===== config.mk =====
export PLATFORM = sky130hd
export DESIGN_NAME = fcvt_unit
export DESIGN_NICKNAME = d
export VERILOG_FILES = /design/src/common/fcvt_pkg.sv /design/src/float_to_int/float_to_int.sv /design/src/int_to_float/int_to_float.sv /design/src/verilog/fcvt_cmd_decoder.sv /design/src/verilog/fcvt_result_collect.sv /design/src/verilog/fcvt_unit.sv
export VERILOG_INCLUDE_DIRS = /design/src /design/src/common
export SDC_FILE = /design/constraint.sdc
export NUM_CORES = 1
export LEC_CHECK = 0
export BUFFER_PORTS_ARGS = -buffer_cell sky130_fd_sc_hd__buf_4
export CORE_UTILIZATION = 55
export CTS_CLUSTER_SIZE = 10
export DETAILED_ROUTE_END_ITERATION = 12
export PLACE_DENSITY = 0.73
export SLEW_MARGIN = 10
export SYNTH_ARGS = -nofsm -noshare
export SYNTH_HDL_FRONTEND = slang
export SYNTH_SLANG_ARGS = --single-unit

===== constraint.sdc =====
create_clock -name clk -period 6.7 [get_ports clk]
set_input_delay 1.34 -clock clk [delete_from_list [all_inputs] [get_ports clk]]
set_output_delay 1.34 -clock clk [all_outputs]
set_load 0.005 [all_outputs]

===== src/common/fcvt_macros.svh =====
// IEEE single and 32-bit two's complement only; changing these values alone does not retarget the unit

`ifndef FCVT_MACROS_SVH
`define FCVT_MACROS_SVH

// Operand and result word width
`define FCVT_WIDTH 32

// Single precision exponent bias
`define FCVT_EXP_BIAS 127

// F2I overflow word, also the most negative integer
`define FCVT_INT_MIN 32'h8000_0000

`endif


===== src/common/fcvt_pkg.sv =====
// Types shared by the conversion unit; the float view assumes IEEE single field layout

`default_nettype none

`include "fcvt_macros.svh"

package fcvt_pkg;

    typedef enum logic {
        OP_F2I = 1'b0,  // Float to signed integer
        OP_I2F = 1'b1   // Signed integer to float
    } fcvt_op_e;

    typedef struct packed {
        logic        sign;
        logic [7:0]  exponent;
        logic [22:0] fraction;
    } fcvt_float_t;

    // Same word seen as a float or as an integer
    typedef union packed {
        fcvt_float_t                   f;
        logic signed [`FCVT_WIDTH-1:0] i;
    } fcvt_word_u;

    typedef struct packed {
        fcvt_op_e   op;
        fcvt_word_u operand;
    } fcvt_cmd_t;

    typedef struct packed {
        logic invalid;
        logic inexact;
    } fcvt_flags_t;

    typedef struct packed {
        fcvt_op_e    op;      // Echo of the command op
        fcvt_word_u  result;
        fcvt_flags_t flags;
    } fcvt_rsp_t;

endpackage

`default_nettype wire


===== src/float_to_int/float_to_int.sv =====
// Truncates toward zero; operand is sampled with exec_strobe_i and strobes during a conversion are ignored

`timescale 1ns/1ps
`default_nettype none

`include "fcvt_macros.svh"

module float_to_int (
    input  wire logic                 clk,
    input  wire logic                 reset_i,

    input  wire fcvt_pkg::fcvt_word_u a_value_i,
    input  wire logic                 exec_strobe_i,

    output fcvt_pkg::fcvt_word_u      z_value_o,
    output fcvt_pkg::fcvt_flags_t     flags_o,
    output logic                      done_strobe_o
    );

    typedef enum logic [1:0] {IDLE, SPECIAL_CASES, CONVERT, DONE} state_e;

    state_e state;

    logic [`FCVT_WIDTH-1:0] a_m;     // Mantissa, hidden one at the top
    logic signed [8:0]      a_e;     // Unbiased exponent
    logic                   a_s;
    logic                   sticky;  // Any one shifted out so far

    always_ff @(posedge clk) begin

        case (state)
            IDLE: begin
                // Unpack straight from the held operand
                if (exec_strobe_i) begin
                    a_m    <= {1'b1, a_value_i.f.fraction, 8'b0};
                    a_e    <= $signed({1'b0, a_value_i.f.exponent}) - `FCVT_EXP_BIAS;
                    a_s    <= a_value_i.f.sign;
                    sticky <= 1'b0;
                    state  <= SPECIAL_CASES;
                end
            end

            SPECIAL_CASES: begin
                if (a_e == -`FCVT_EXP_BIAS) begin
                    // Zero or denormal
                    z_value_o.i     <= '0;
                    flags_o.invalid <= 1'b0;
                    flags_o.inexact <= (a_m[30:8] != '0);
                    done_strobe_o   <= 1'b1;
                    state           <= DONE;
                end else if (a_e >= 31) begin
                    // NaN, infinity and overflow; -2^31 alone is exact
                    z_value_o.i     <= `FCVT_INT_MIN;
                    flags_o.invalid <= !(a_s && a_e == 31 && a_m[30:8] == '0);
                    flags_o.inexact <= 1'b0;
                    done_strobe_o   <= 1'b1;
                    state           <= DONE;
                end else begin
                    state <= CONVERT;
                end
            end

            CONVERT: begin
                if (a_e < 31 && a_m != '0) begin
                    a_m    <= a_m >> 1;
                    a_e    <= a_e + 9'sd1;
                    sticky <= sticky | a_m[0];
                end else begin
                    z_value_o.i     <= a_s ? -a_m : a_m;
                    flags_o.invalid <= 1'b0;
                    flags_o.inexact <= sticky;     // Dropped fraction
                    done_strobe_o   <= 1'b1;
                    state           <= DONE;
                end
            end

            DONE: begin
                done_strobe_o <= 1'b0;
                state         <= IDLE;
            end

            default: state <= IDLE;
        endcase

        if (reset_i) begin
            state         <= IDLE;
            done_strobe_o <= 1'b0;
        end
    end

    // Starts only reach an idle converter
    assert property (@(posedge clk) disable iff (reset_i)
        exec_strobe_i |-> (state == IDLE));

endmodule

`default_nettype wire


===== src/int_to_float/int_to_float.sv =====
// Round to nearest even only; operand is sampled with exec_strobe_i and no denormal results occur

`timescale 1ns/1ps
`default_nettype none

`include "fcvt_macros.svh"

module int_to_float (
    input  wire logic                 clk,
    input  wire logic                 reset_i,

    input  wire fcvt_pkg::fcvt_word_u a_value_i,
    input  wire logic                 exec_strobe_i,

    output fcvt_pkg::fcvt_word_u      z_value_o,
    output fcvt_pkg::fcvt_flags_t     flags_o,
    output logic                      done_strobe_o
    );

    typedef enum logic [1:0] {IDLE, ZERO_CHECK, NORMALISE, DONE} state_e;

    state_e state;

    logic [`FCVT_WIDTH-1:0] a_m;     // Magnitude, shifted up to bit 31
    logic [7:0]             a_e;     // Biased exponent
    logic                   a_s;

    logic                   guard_bit;
    logic                   sticky_bit;
    logic                   round_up;
    logic [24:0]            rounded;   // 24 kept bits plus carry

    // Rounding of the normalised magnitude
    assign guard_bit  = a_m[7];
    assign sticky_bit = |a_m[6:0];
    assign round_up   = guard_bit & (sticky_bit | a_m[8]);   // Ties to even
    assign rounded    = {1'b0, a_m[31:8]} + {24'd0, round_up};

    always_ff @(posedge clk) begin

        case (state)
            IDLE: begin
                if (exec_strobe_i) begin
                    a_s   <= a_value_i.i[`FCVT_WIDTH-1];
                    a_m   <= a_value_i.i[`FCVT_WIDTH-1] ? -a_value_i.i : a_value_i.i;
                    a_e   <= `FCVT_EXP_BIAS + `FCVT_WIDTH - 1;
                    state <= ZERO_CHECK;
                end
            end

            ZERO_CHECK: begin
                if (a_m == '0) begin
                    z_value_o.i   <= '0;
                    flags_o       <= '0;
                    done_strobe_o <= 1'b1;
                    state         <= DONE;
                end else begin
                    state <= NORMALISE;
                end
            end

            NORMALISE: begin
                if (!a_m[`FCVT_WIDTH-1]) begin
                    a_m <= a_m << 1;
                    a_e <= a_e - 8'd1;
                end else begin
                    // Carry out of rounding leaves a zero fraction
                    z_value_o.f.sign     <= a_s;
                    z_value_o.f.exponent <= a_e + {7'd0, rounded[24]};
                    z_value_o.f.fraction <= rounded[22:0];
                    flags_o.invalid      <= 1'b0;
                    flags_o.inexact      <= guard_bit | sticky_bit;
                    done_strobe_o        <= 1'b1;
                    state                <= DONE;
                end
            end

            DONE: begin
                done_strobe_o <= 1'b0;
                state         <= IDLE;
            end

            default: state <= IDLE;
        endcase

        if (reset_i) begin
            state         <= IDLE;
            done_strobe_o <= 1'b0;
        end
    end

    // At most 31 shifts down from 158
    assert property (@(posedge clk) disable iff (reset_i)
        (state == NORMALISE) |-> (a_e >= `FCVT_EXP_BIAS));

endmodule

`default_nettype wire


===== src/verilog/fcvt_cmd_decoder.sv =====
// One command in flight; strobes arriving while busy_o is high are dropped without any response

`timescale 1ns/1ps
`default_nettype none

module fcvt_cmd_decoder (
    input  wire logic                clk,
    input  wire logic                reset_i,

    input  wire logic                cmd_valid_i,
    input  wire fcvt_pkg::fcvt_cmd_t cmd_i,
    input  wire logic                rsp_valid_i,

    output fcvt_pkg::fcvt_word_u     operand_o,
    output logic                     f2i_start_o,
    output logic                     i2f_start_o,
    output logic                     busy_o
    );

    import fcvt_pkg::*;

    logic accept;

    assign accept = cmd_valid_i & ~busy_o;

    // Operand held until the next accepted command
    always_ff @(posedge clk) begin
        if (accept)
            operand_o <= cmd_i.operand;
    end

    always_ff @(posedge clk) begin
        if (reset_i) begin
            f2i_start_o <= 1'b0;
            i2f_start_o <= 1'b0;
            busy_o      <= 1'b0;
        end else begin
            f2i_start_o <= accept && (cmd_i.op == OP_F2I);
            i2f_start_o <= accept && (cmd_i.op == OP_I2F);

            if (accept)
                busy_o <= 1'b1;
            else if (rsp_valid_i)
                busy_o <= 1'b0;      // Free again the cycle after the response
        end
    end

    // Every response closes a command still in flight
    assert property (@(posedge clk) disable iff (reset_i)
        rsp_valid_i |-> busy_o);

endmodule

`default_nettype wire


===== src/verilog/fcvt_result_collect.sv =====
// Expects at most one converter to finish per cycle; rsp_o holds until the next response

`timescale 1ns/1ps
`default_nettype none

module fcvt_result_collect (
    input  wire logic                  clk,
    input  wire logic                  reset_i,

    input  wire logic                  f2i_done_i,
    input  wire logic                  i2f_done_i,
    input  wire fcvt_pkg::fcvt_word_u  f2i_result_i,
    input  wire fcvt_pkg::fcvt_word_u  i2f_result_i,
    input  wire fcvt_pkg::fcvt_flags_t f2i_flags_i,
    input  wire fcvt_pkg::fcvt_flags_t i2f_flags_i,

    output logic                       rsp_valid_o,
    output fcvt_pkg::fcvt_rsp_t        rsp_o
    );

    import fcvt_pkg::*;

    always_ff @(posedge clk) begin
        if (reset_i)
            rsp_valid_o <= 1'b0;
        else
            rsp_valid_o <= f2i_done_i | i2f_done_i;
    end

    // Op comes from whichever converter finished
    always_ff @(posedge clk) begin
        if (f2i_done_i) begin
            rsp_o.op     <= OP_F2I;
            rsp_o.result <= f2i_result_i;
            rsp_o.flags  <= f2i_flags_i;
        end else if (i2f_done_i) begin
            rsp_o.op     <= OP_I2F;
            rsp_o.result <= i2f_result_i;
            rsp_o.flags  <= i2f_flags_i;
        end
    end

    // Only one converter runs at a time
    assert property (@(posedge clk) disable iff (reset_i)
        !(f2i_done_i && i2f_done_i));

endmodule

`default_nettype wire


===== src/verilog/fcvt_unit.sv =====
// Single outstanding command with no back-pressure; host watches busy_o before strobing

`timescale 1ns/1ps
`default_nettype none

module fcvt_unit (
    input  wire logic                clk,
    input  wire logic                reset_i,

    input  wire logic                cmd_valid_i,
    input  wire fcvt_pkg::fcvt_cmd_t cmd_i,

    output logic                     rsp_valid_o,
    output fcvt_pkg::fcvt_rsp_t      rsp_o,
    output logic                     busy_o
    );

    import fcvt_pkg::*;

    fcvt_word_u  operand;
    logic        f2i_start;
    logic        i2f_start;
    logic        f2i_done;
    logic        i2f_done;
    fcvt_word_u  f2i_result;
    fcvt_word_u  i2f_result;
    fcvt_flags_t f2i_flags;
    fcvt_flags_t i2f_flags;

    fcvt_cmd_decoder decoder0 (
        .clk          (clk),
        .reset_i      (reset_i),
        .cmd_valid_i  (cmd_valid_i),
        .cmd_i        (cmd_i),
        .rsp_valid_i  (rsp_valid_o),
        .operand_o    (operand),
        .f2i_start_o  (f2i_start),
        .i2f_start_o  (i2f_start),
        .busy_o       (busy_o)
    );

    float_to_int f2i0 (
        .clk           (clk),
        .reset_i       (reset_i),
        .a_value_i     (operand),
        .exec_strobe_i (f2i_start),
        .z_value_o     (f2i_result),
        .flags_o       (f2i_flags),
        .done_strobe_o (f2i_done)
    );

    int_to_float i2f0 (
        .clk           (clk),
        .reset_i       (reset_i),
        .a_value_i     (operand),
        .exec_strobe_i (i2f_start),
        .z_value_o     (i2f_result),
        .flags_o       (i2f_flags),
        .done_strobe_o (i2f_done)
    );

    fcvt_result_collect collect0 (
        .clk          (clk),
        .reset_i      (reset_i),
        .f2i_done_i   (f2i_done),
        .i2f_done_i   (i2f_done),
        .f2i_result_i (f2i_result),
        .i2f_result_i (i2f_result),
        .f2i_flags_i  (f2i_flags),
        .i2f_flags_i  (i2f_flags),
        .rsp_valid_o  (rsp_valid_o),
        .rsp_o        (rsp_o)
    );

endmodule

`default_nettype wire

* After elaboration in Yosys (flattened, before gate mapping)
Index checks and enable logic that the tools add are counted.
** Cells by class
- Add/subtract/negate cells :: 7
- $lt $le $gt $ge :: 2
- Eq/ne operators :: 16
- Muxes and demuxes :: 51
- Bitwise operators :: 8
- Reduce and logical (&&, ||, !) cells :: 32
** Operator list (number)
- $mux 32 :: 11
- $pmux 32 s2 :: 4
- $mux 34 :: 2
- $neg 32->32 :: 2
- $logic_not 32->1 :: 1
- $reduce_bool 32->1 :: 1
- $add 24x1->25 :: 1
- $logic_not 23->1 :: 1
- $reduce_bool 23->1 :: 1
- $mux 2 :: 10
- $mux 9 :: 2
- $pmux 9 s2 :: 1
- $reduce_and 3->1 :: 6
- $mux 8 :: 2
- $pmux 2 s4 :: 2
- $pmux 8 s2 :: 1
- $reduce_bool 2->1 :: 6
- $mux 1 :: 11
- $reduce_and 2->1 :: 5
- $add 9x2->9 const B :: 1
- $eq 9x6->1 const B :: 1
- $eq 9x8->1 const B :: 1
- $ge 9x6->1 const B :: 1
- $lt 9x6->1 const B :: 1
- 19 further kinds :: 41
** Word-level totals
- Bits in registers :: 229
- Input port bits :: 36
- Output and inout port bits :: 37
- Word-level logic and storage cells :: 143

* Longest topological paths before layout
Gate-level depths: netlist (run 1).
- Depth in word-level cells :: 7
- Gate-level depth with buffers :: 10
- Depth with buffers taken out :: 10

* Hierarchy
A second synthesis (run 1) with hierarchy kept.
** Unflattened totals
- Cells, all modules :: 914
- Area, all modules :: 11608.6 um^2
** Modules (own cells, without submodules)
- int_to_float :: times used 1, cells an instance 444, area an instance 4614.4 um^2, seq. area each 2282.2 um^2
- float_to_int :: times used 1, cells an instance 352, area an instance 4287.9 um^2, seq. area each 2372.3 um^2
- fcvt_result_collect :: times used 1, cells an instance 77, area an instance 1634.1 um^2, seq. area each 1061.0 um^2
- fcvt_cmd_decoder :: times used 1, cells an instance 41, area an instance 1072.3 um^2, seq. area each 1021.0 um^2

* Worst setup path before layout (run 1)
Ideal clock, no wire load.
- Path kind :: reg-to-reg
- Start point :: register i2f0.state[0]
- End point :: register i2f0.a_e[0], enable pin
- Setup time :: 0.495 ns
- Arrival :: 3.962 ns
- Required time :: 6.205 ns
- Path slack :: 2.243 ns
- Stages on the path, launching flop included :: 6
- Buffers on the path :: 1
- Clock period less this slack :: 4.457 ns
- Cell sequence :: dfxtp_1 -> inv_1 -> ha_1 -> clkbuf_1 -> mux2_2 -> a21boi_0
** On the way
- Word-level cells in the longest chain between the ends :: 3
- Elaborated cells on any way between the ends :: 6
- Those cells by class :: eq/ne: 3; reduce/logical: 3
** Ends and longest elaborated chain
- start: declaration :: RTL line int_to_float.sv:22 : state_e state;
- start signal: assignment :: RTL line int_to_float.sv:47 : state <= ZERO_CHECK;
- start signal: assignment :: RTL line int_to_float.sv:56 : state <= DONE;
- start signal: assignment :: RTL line int_to_float.sv:58 : state <= NORMALISE;
- $eq 2x2->1 or $logic_not 2->1 (tied branches) :: RTL line int_to_float.sv:41 : case (state)
- $ne 2x2->1 (no source line) or $reduce_bool 2->1 (tied branches)
- $reduce_and 3->1 (no source line) (*)
- end signal: assignment :: RTL line int_to_float.sv:46 : a_e <= `FCVT_EXP_BIAS + `FCVT_WIDTH - 1;
- end signal: assignment :: RTL line int_to_float.sv:65 : a_e <= a_e - 8'd1;
- end: declaration :: RTL line int_to_float.sv:25 : logic [7:0] a_e;
Mark *: on every way between the ends. The rest lies on a longest branch, timed or not.
A chain may end at the register's enable or synchronous reset.

* Worst setup path in the final report (run 1)
- Start point :: register i2f0.a_m[2]
- End point :: register i2f0.z_value_o[17] in the netlist's numbering, enable pin
** On the way
- Word-level cells in the longest chain between the ends :: 3
** Ends and longest elaborated chain
- start: declaration :: RTL line int_to_float.sv:24 : logic [`FCVT_WIDTH-1:0] a_m;
- start signal: assignment :: RTL line int_to_float.sv:45 : a_m <= a_value_i.i[`FCVT_WIDTH-1] ? -a_value_i.i : a_value_i.i;
- start signal: assignment :: RTL line int_to_float.sv:64 : a_m <= a_m << 1;
- $logic_not 32->1 :: RTL line int_to_float.sv:52 : if (a_m == '0) begin
- $ne 2x1->1 (no source line)
- $reduce_and 3->1 (no source line)
- end: declaration :: RTL line int_to_float.sv:15 : output fcvt_pkg::fcvt_word_u z_value_o,
No other way between the ends.

==> summary.txt, run 1 <==
Status
  – Status: finished, final reports clean

Setup path
  – CP Capture Type: register
  – Reg2reg setup slack: 3.35 ns
  – Reg-to-reg startpoint: i2f0.a_m[2]
  – CP startpoint kind: register
  – Critical path arrival: 3.53 ns
  – Required time of the worst setup path: 6.87 ns
  – R2r worst-path depth: 6
  – WS Path Type: register to register
  – Reg2reg end: i2f0.z_value_o[17]
  – Crit Path Max Fanout: 29

Placement
  – Buffers on Ports: 72
  – Place WS: 3.36 ns
  – Hpwl dp: 17,100 um
  – Post-DP Area: 0.0121 mm2
  – Gpl congestion: 0.927

Timing
  – Final min period: 3.35 ns
  – Final worst slack: 3.35 ns
  – Hold Vio Cnt, Final: 0
  – Setup Total Neg Slack: 0 ns
  – Final setup viols: 0
  – Min Hold Slack: 0.474 ns
  – Rel. slew slack: 0.339
  – Final Slew Violations: 0
  – Max Freq: 298 MHz
  – Skew final: 0.0113 ns
  – RSZ-0062 raised after global routing: false
  – Period Utilization, post-route: 0.501
  – Measured slew at the worst slew-check pin: 0.991 ns

Synth
  – Synthesized area: 0.0113 mm2
  – Syn_area_per_cell: 12.4 um2
  – Cells after Synth: 906
  – Synthesized net count: 961
  – Most used DFF post-synth: edfxtp_1
  – Synth async-reset ratio: 0
  – Yosys reg bits: 228
  – Yosys cell types: 51
  – Seq/Total Area, Yosys: 0.598
  – Post-synth EDFFs: 217
  – Synth Warn #: 0

Final layout
  – NumNets Final: 1,030
  – Fin area: 0.0128 mm2
  – Layout cells sized above 1: 0.184
  – Synth-to-Final Area Change: 13.8%
  – Antenna diode instance count: 0

Pwr
  – Combinational share of power: 0.228
  – P_sw: 1.42 mW
  – P_int: 3.35 mW
  – Pwr dens: 371 mW/mm2
  – Clock power share: 0.265
  – Flop pwr share: 0.508
  – Switch share: 0.297
  – Leak pwr: 4.40 nW
  – Peak VDD IR: 0.000222 V

Floorplanning
  – Std-Cell Rows: 51
  – Io pins: 73
  – Core ar.: 0.0198 mm2
  – Die area: 0.0211 mm2
  – Die height: 145 um
  – Die width: 145 um
  – Initial core utilization: 0.570

Clock tree
  – # hold bufs at CTS: 0
  – Cts bufs inserted: 27
  – Post-CTS resize count: 0
  – H-tree depth: 1
  – CTS tree: done
  – CTS Root Cell: clkbuf_16
  – Clk slew on worst S/H paths: 0.06 ns
  – Clk_lat worst skew: 0.52 ns
  – Clock sink count: 228
  – Post-CTS Setup Bufs: 0
  – Max clock buf depth: 3

Job
  – Total of max-cap violations: 0

Global route
  – Initial antenna violation count: 0
  – Grt ovf: 0
  – First-pass GRT wire length: 38,800 um
  – Largest net degree at the start of global routing: 90
  – All-layer global routing usage: 0.236
  – Vias in the first global route: 7,002

Drt
  – Vias: 7,296
  – DRC viols: 0
  – Initial DRC count: 646
  – DRT antenna net count: 0
  – DRT Pass-1 Iters: 5
  – Vias per cell: 5.82
  – Total wire length: 24,300 um
  – Avg WL per Cell: 19.4 um

Hold path
  – Hold Crit Start: collect0.rsp_valid_o
  – Worst hold path endpoint: decoder0.busy_o
  – Min-Delay Path Class: register to register
  – Cells on Worst Hold Path: 1
-- layout by cell type, fill, tap and decap left out, types with 24 or more instances in the layout --
master and instances:
inv_1 24, edfxtp_1 217, mux2_2 56, buf_4 83, xnor2_1 37, o21ai_0 52, nand2_1 55, and2_1 47
xor2_1 66, nor2_1 59, clkbuf_16 27
-- synth_stat cells, drive strengths merged, types with 11 or more instances --
| cell type | n | area (um2) |
|---|---|---|
| edfxtp | 217 | 6520 |
| xor2 | 66 | 578 |
| nor2 | 60 | 225 |
| mux2 | 57 | 642 |
| o21ai | 56 | 280 |
| nand2 | 55 | 206 |
| and2 | 47 | 294 |
| clkbuf | 37 | 139 |
| xnor2 | 37 | 324 |
| inv | 24 | 90.1 |
| nand3 | 21 | 105 |
| nor4 | 20 | 125 |
| ha | 19 | 238 |
| o41ai | 19 | 174 |
| nand3b | 18 | 135 |
| o31ai | 18 | 135 |
| and3 | 11 | 68.8 |
| dfxtp | 11 | 220 |
-- power groups by stage --
stage | Combinational [mW] | Sequential [mW] | Clock [mW]
floorplan | 0.674 | 2.37 | 0
global placement | 1.07 | 2.43 | 0
detailed placement | 1.09 | 2.44 | 0
CTS | 1.09 | 2.41 | 1.27
global route | 1.20 | 2.47 | 1.33
finish | 1.08 | 2.42 | 1.26
-- layout make-up --
cell class / count / area, um2
Sequential cell: 228 / 6740
Multi-Input combinational cell: 611 / 4310
Timing Repair Buffer: 83 / 623
Clock inverter: 3 / 16.3
Tap cell: 265 / 332
Inverter: 24 / 90.1
Clock buffer: 39 / 721
Fill cell: 1525 / 6950
-- metal layers --
layer	global-route usage	wire length, um
met2	0.374	11200
met3	0.0318	1270
met4	0.0721	666
met5	0	0
met1	0.338	11200
-- per-stage QoR --
stage / cells / total power [mW] / util
floorplan: 906 / 3.04 / -
global route: 1253 / 5.00 / 0.649
detailed placement: 1211 / 3.53 / 0.611
global placement: 1211 / 3.50 / 0.611
finish: 1253 / 4.76 / 0.649
CTS: 1253 / 4.78 / 0.649
-- worst max-delay path by stage --
stage / from / endpoint / slack (ns) / cells after the start
6_report: i2f0.a_m[2] / i2f0.z_value_o[17] / 3.35 / 6
5_1_grt: i2f0.a_m[2] / i2f0.z_value_o[19] / 3.22 / 6
4_1_cts: i2f0.a_m[3] / i2f0.z_value_o[23] / 3.35 / 6
3_5_place_dp: i2f0.a_m[3] / i2f0.z_value_o[18] / 3.36 / 6
3_3_place_gp: i2f0.a_m[3] / i2f0.z_value_o[18] / 3.45 / 6
2_1_floorplan: i2f0.state[0] / i2f0.a_e[0] / 2.24 / 5
-- kinds of logic (layout without fill, tap and decap cells) --
logic type	after synthesis	count (layout)	synth area share
fa+ha+maj	19	19	0.0211
mux	62	62	0.0614
compound gates	124	124	0.0704
simple gates	303	303	0.147
flops	228	228	0.598
xor+xnor	103	103	0.0801
buf+inv	67	149	0.0225
-- sequential cells by signal (all words and copies together), names as in the netlist, 2 cells and up --
| name | flops |
|---|---|
| collect0.rsp_o | 35 |
| decoder0.operand_o | 32 |
| f2i0.a_m | 32 |
| f2i0.z_value_o | 32 |
| i2f0.a_m | 32 |
| i2f0.z_value_o | 32 |
| f2i0.a_e | 9 |
| i2f0.a_e | 8 |
| f2i0.flags_o | 2 |
| f2i0.state | 2 |
| i2f0.state | 2 |
-- critical path, cell delays in order (launching register included) --
cell,delay (ns)
edfxtp_1,0.39
or4_1,0.51
or4_1,0.52
nor4_1,0.70
mux2i_1,0.19
nor2_2,0.25
buf_4,0.41
No activity file was read; power rests on OpenSTA's default activity.
==> run 2: changes to the inputs <==
- PLACE_DENSITY: 0.73 -> 0.76
- clock period: 6.7 -> 2.75 ns (I/O delays scaled with it)
==> summary.txt, run 2 (same netlist as run 1, synthesis figures left out) <==
Pwr
  – Leak pwr: 4.74 nW
  – Flop pwr share: 0.475
  – Clock power share: 0.267
  – Switch share: 0.296
  – P_sw: 3.58 mW
  – Pwr dens: 900 mW/mm2
  – Combinational share of power: 0.258
  – Peak VDD IR: 0.000557 V
  – P_int: 8.54 mW

Clock tree
  – Max clock buf depth: 3
  – Post-CTS Setup Bufs: 0
  – Post-CTS resize count: 0
  – Cts bufs inserted: 27
  – CTS tree: done
  – Clock sink count: 228
  – CTS Root Cell: clkbuf_16
  – Clk_lat worst skew: 0.54 ns
  – # hold bufs at CTS: 0
  – Clk slew on worst S/H paths: 0.06 ns
  – H-tree depth: 1

Setup path
  – R2r worst-path depth: 6
  – CP Capture Type: register
  – CP Launch Point: f2i0.a_m[14]
  – Reg2reg setup slack: 0.05 ns
  – Crit path capture: f2i0.z_value_o[18]
  – Critical path's largest stage delay: 0.63 ns
  – Cell breakdown of the critical path: or3_1, or4_1, nor4_2, or2_2, and3_2, buf_4
  – CP startpoint kind: register
  – Reg-to-reg startpoint: f2i0.a_m[14]
  – Crit Path Max Fanout: 10
  – WS Path Type: register to register
  – Slowest stage cell, crit path: or4_1
  – Critical path arrival: 2.94 ns
  – Required time of the worst setup path: 2.99 ns
  – Reg2reg end: f2i0.z_value_o[18]

Final layout
  – Fin area: 0.0135 mm2
  – NumNets Final: 1,091
  – Most frequent cells in the layout: edfxtp_1, buf_4, xor2_1, nor2_1, mux2_2
  – Util after Layout: 0.681
  – Layout cells sized above 1: 0.240
  – Synth-to-Final Area Change: 19.5%
  – Largest Register: collect0.rsp_o
  – Commonest non-fill, non-tap cell in the layout: edfxtp_1
  – Max reg flops: 35

Drt
  – Initial DRC count: 710
  – DRT antenna net count: 0
  – DRC viols: 0
  – Vias: 7,535
  – Total wire length: 25,100 um
  – DRT Pass-1 Iters: 5
  – Avg WL per Cell: 19.0 um
  – Vias per cell: 5.70

Global route
  – Grt ovf: 0
  – All-layer global routing usage: 0.240
  – Initial antenna violation count: 1
  – Largest net degree at the start of global routing: 54
  – First-pass GRT wire length: 39,100 um
  – Vias in the first global route: 7,144

Timing
  – Skew final: 0.0149 ns
  – Measured slew at the worst slew-check pin: 0.841 ns
  – Min Hold Slack: 0.182 ns
  – Rel. slew slack: 0.439
  – Period Utilization, post-route: 0.983
  – Final Slew Violations: 0
  – Final min period: 2.70 ns
  – Hold Vio Cnt, Final: 0
  – Final setup viols: 0
  – RSZ-0062 raised after global routing: false
  – Max Freq: 370 MHz

Hold path
  – Hold Crit Start: cmd_i[32]
  – Min-Delay Path Class: primary input to register

Placement
  – Buffers on Ports: 72
  – Gpl congestion: 0.907
  – Post-DP Area: 0.0126 mm2
  – Hpwl dp: 18,300 um

Floorplanning
  – Core ar.: 0.0198 mm2
  – Io pins: 73
  – Initial core utilization: 0.570
  – Std-Cell Rows: 51
  – Die area: 0.0211 mm2
  – Die height: 145 um
  – Die width: 145 um

Status
  – Status: finished, final reports clean

Job
  – Total of max-cap violations: 0
-- run 2: final cells by class --
cell class / instances / area [um2]
clock inverter: 2 / 28.8
timing repair buffer: 144 / 1140
multi-input combinational: 611 / 4360
clock buffer: 47 / 771
antenna: 1 / 2.50
inverter: 24 / 90.1
tap: 265 / 332
sequential: 228 / 6740
fill: 1456 / 6320
-- run 2: power groups by stage --
stage	Sequential, mW	Clock, mW	Combinational (mW)
CTS	5.76	3.27	3.13
floorplan	5.74	0	1.66
finish	5.75	3.24	3.13
detailed placement	5.81	0	3.11
global route	5.86	3.42	3.39
global placement	5.77	0	3.06
-- run 2: metrics by stage --
stage	setup WS [ns]	instances	total power [mW]	setup TNS [ns]
after floorplan	-0.480	906	7.40	-25.53
after global placement	0.0979	1272	8.83	0
after detailed placement	0.0949	1272	8.92	0
after CTS	0.0672	1321	12.2	0
after global routing	0.00313	1321	12.7	0
final	0.0464	1322	12.1	0
-- run 2: worst min-delay path by stage --
stage                                       to  slack (ns)  cells past startpoint
after detailed placement       decoder0.busy_o        0.44                      1
after global routing      decoder0.f2i_start_o        0.17                      2
after global placement         decoder0.busy_o        0.42                      1
after floorplan                decoder0.busy_o        0.44                      1
final                     decoder0.f2i_start_o        0.18                      2
after CTS                 decoder0.f2i_start_o        0.17                      2
-- run 2: worst max-delay path, delay by kind of cell (launching register included) --
kind | cells | cell delay (ns)
AND/OR/NAND/NOR | 5 | 1.80
flip-flops | 1 | 0.38
buffers and inverters | 1 | 0.20
-- run 2: per-layer routing --
metal / part of all wire / wire, um / track usage
met5: 0 / 0 / 0
met2: 0.47 / 11900 / 0.391
met3: 0.063 / 1590 / 0.0352
met4: 0.034 / 865 / 0.0858
met1: 0.43 / 10800 / 0.328
==> run 3: changes to the inputs <==
- CORE_MARGIN: unset -> 3
- PLACE_DENSITY: 0.76 -> 0.73
- clock period: 2.75 -> 2.7 ns (I/O delays scaled with it)
==> summary.txt, run 3 (same netlist as run 1, synthesis figures left out) <==
Status
  – Status: finished, final reports clean

Drt
  – Total wire length: 25,200 um
  – DRT antenna net count: 0
  – Vias: 7,562
  – Vias per cell: 5.71
  – DRC viols: 0
  – Avg WL per Cell: 19.0 um
  – DRT Pass-1 Iters: 5
  – Initial DRC count: 776

Floorplanning
  – Die area: 0.0222 mm2
  – Io pins: 73
  – Std-Cell Rows: 51
  – Die width: 149 um
  – Die height: 149 um
  – Initial core utilization: 0.570
  – Core ar.: 0.0198 mm2

Setup path
  – Delay-heaviest family, CP: simple AND/OR/NAND/NOR gates
  – Slowest stage cell, crit path: or4_4
  – WS Path Type: register to register
  – Worst Path Buf+Inv: 1
  – Critical path's largest stage delay: 0.57 ns
  – CP startpoint kind: register
  – Required time of the worst setup path: 2.94 ns
  – CP Capture Type: register
  – Critical path arrival: 2.83 ns
  – Crit Path Max Fanout: 15
  – Cell breakdown of the critical path: or4_4, or4b_1, buf_4, o31ai_2, xor2_1, o21ai_0

Pwr
  – Peak VDD IR: 0.000553 V
  – Clock power share: 0.264
  – P_sw: 3.61 mW
  – Leak pwr: 4.77 nW
  – Switch share: 0.294
  – P_int: 8.67 mW
  – Combinational share of power: 0.258
  – Pwr dens: 909 mW/mm2
  – Flop pwr share: 0.478

Global route
  – Grt ovf: 0
  – First-pass GRT wire length: 39,800 um
  – All-layer global routing usage: 0.228
  – Initial antenna violation count: 0
  – Vias in the first global route: 7,259
  – Largest net degree at the start of global routing: 92

Job
  – Total of max-cap violations: 0

Final layout
  – Layout cells sized above 1: 0.247
  – Fin area: 0.0135 mm2
  – NumNets Final: 1,094
  – Most frequent cells in the layout: edfxtp_1, buf_4, xor2_1, nor2_1, mux2_2
  – # fillers: 1,441
  – Commonest non-fill, non-tap cell in the layout: edfxtp_1
  – Register area: 0.00674 mm2
  – Multi-input gate area: 0.00441 mm2
  – Synth-to-Final Area Change: 19.9%
  – Largest Register: collect0.rsp_o
  – Antenna diode instance count: 0
  – Max reg flops: 35

Timing
  – Final min period: 2.59 ns
  – Final worst slack: 0.107 ns
  – Period Utilization, post-route: 0.961
  – Skew final: 0.0222 ns
  – Rel. slew slack: 0.424
  – Final Slew Violations: 0
  – Max Freq: 386 MHz
  – Final setup viols: 0
  – Measured slew at the worst slew-check pin: 0.864 ns
  – Hold Vio Cnt, Final: 0
  – RSZ-0062 raised after global routing: false

Clock tree
  – Clk_lat worst skew: 0.53 ns
  – H-tree depth: 1
  – # hold bufs at CTS: 0
  – Max clock buf depth: 3
  – CTS Root Cell: clkbuf_16
  – Clk slew on worst S/H paths: 0.05 ns
  – Post-CTS Setup Bufs: 0
  – Clock sink count: 228
  – CTS tree: done
  – Cts bufs inserted: 27

Hold path
  – Min-Delay Path Class: primary input to register

Placement
  – Hpwl dp: 18,000 um
  – Place WS: -0.00298 ns
  – Gpl congestion: 0.924
  – Buffers on Ports: 72
  – Post-DP Area: 0.0126 mm2
-- run 3: changes by cell type in the layout (fill, tap and decap cells not counted), moves of 2 or more --
cell | before | now
buf_4 | 139 | 143
o41ai_1 | 15 | 13
o41ai_2 | 4 | 6
or4_4 | 1 | 3
or4_1 | 9 | 7
-- run 3: routing by layer --
metal	vias up	track usage	wire, um
met3	45	0.0301	1590
met5	-	0	0
met4	0	0.0714	751
met2	278	0.364	11900
met1	3601	0.330	10900
li1	3638	-	-
-- run 3: final timing paths --
kind                                              from              endpoint  slack, ns  cells past startpoint
worst max register to register  decoder0.operand_o[12]          i2f0.a_m[25]       0.11                      6
worst min register to register    collect0.rsp_valid_o       decoder0.busy_o       0.44                      1
worst min-delay path                         cmd_i[32]  decoder0.f2i_start_o       0.19                      2
worst max-delay path            decoder0.operand_o[12]          i2f0.a_m[25]       0.11                      6
-- run 3: area by class of cell --
cell class / count / share of cell area
flip-flops and latches: 228 / 0.499
inverters: 24 / 0.00667
repair buffers: 147 / 0.0854
clock buffers: 48 / 0.0573
well taps: 265 / 0.0245
multi-input cells: 611 / 0.326
clock inverters: 2 / 0.00120
-- run 3: power by group through the flow --
stage | logic (mW) | registers [mW] | clock network (mW)
final | 3.16 | 5.87 | 3.25
after global routing | 3.48 | 5.98 | 3.47
after CTS | 3.18 | 5.87 | 3.31
after detailed placement | 3.16 | 5.93 | 0
after global placement | 3.11 | 5.90 | 0
after floorplan | 1.70 | 5.85 | 0
-- run 3: timing repair --
action,in CTS,in global routing
endpoints found under the hold margin,0,0
setup endpoints to repair,13,41
resized for setup,1,10
-- run 3: metrics by stage --
stage                     setup TNS (ns)  total power [mW]  hold WS [ns]   util  std cells
after floorplan                   -21.48              7.55         0.440      -        906
after global placement                 0              9.01         0.439  0.639       1275
after detailed placement         -0.0296              9.09         0.436  0.639       1275
final                                  0              12.3         0.189  0.683       1325
after global routing                   0              12.9         0.172  0.683       1325
after CTS                              0              12.4         0.163  0.680       1325
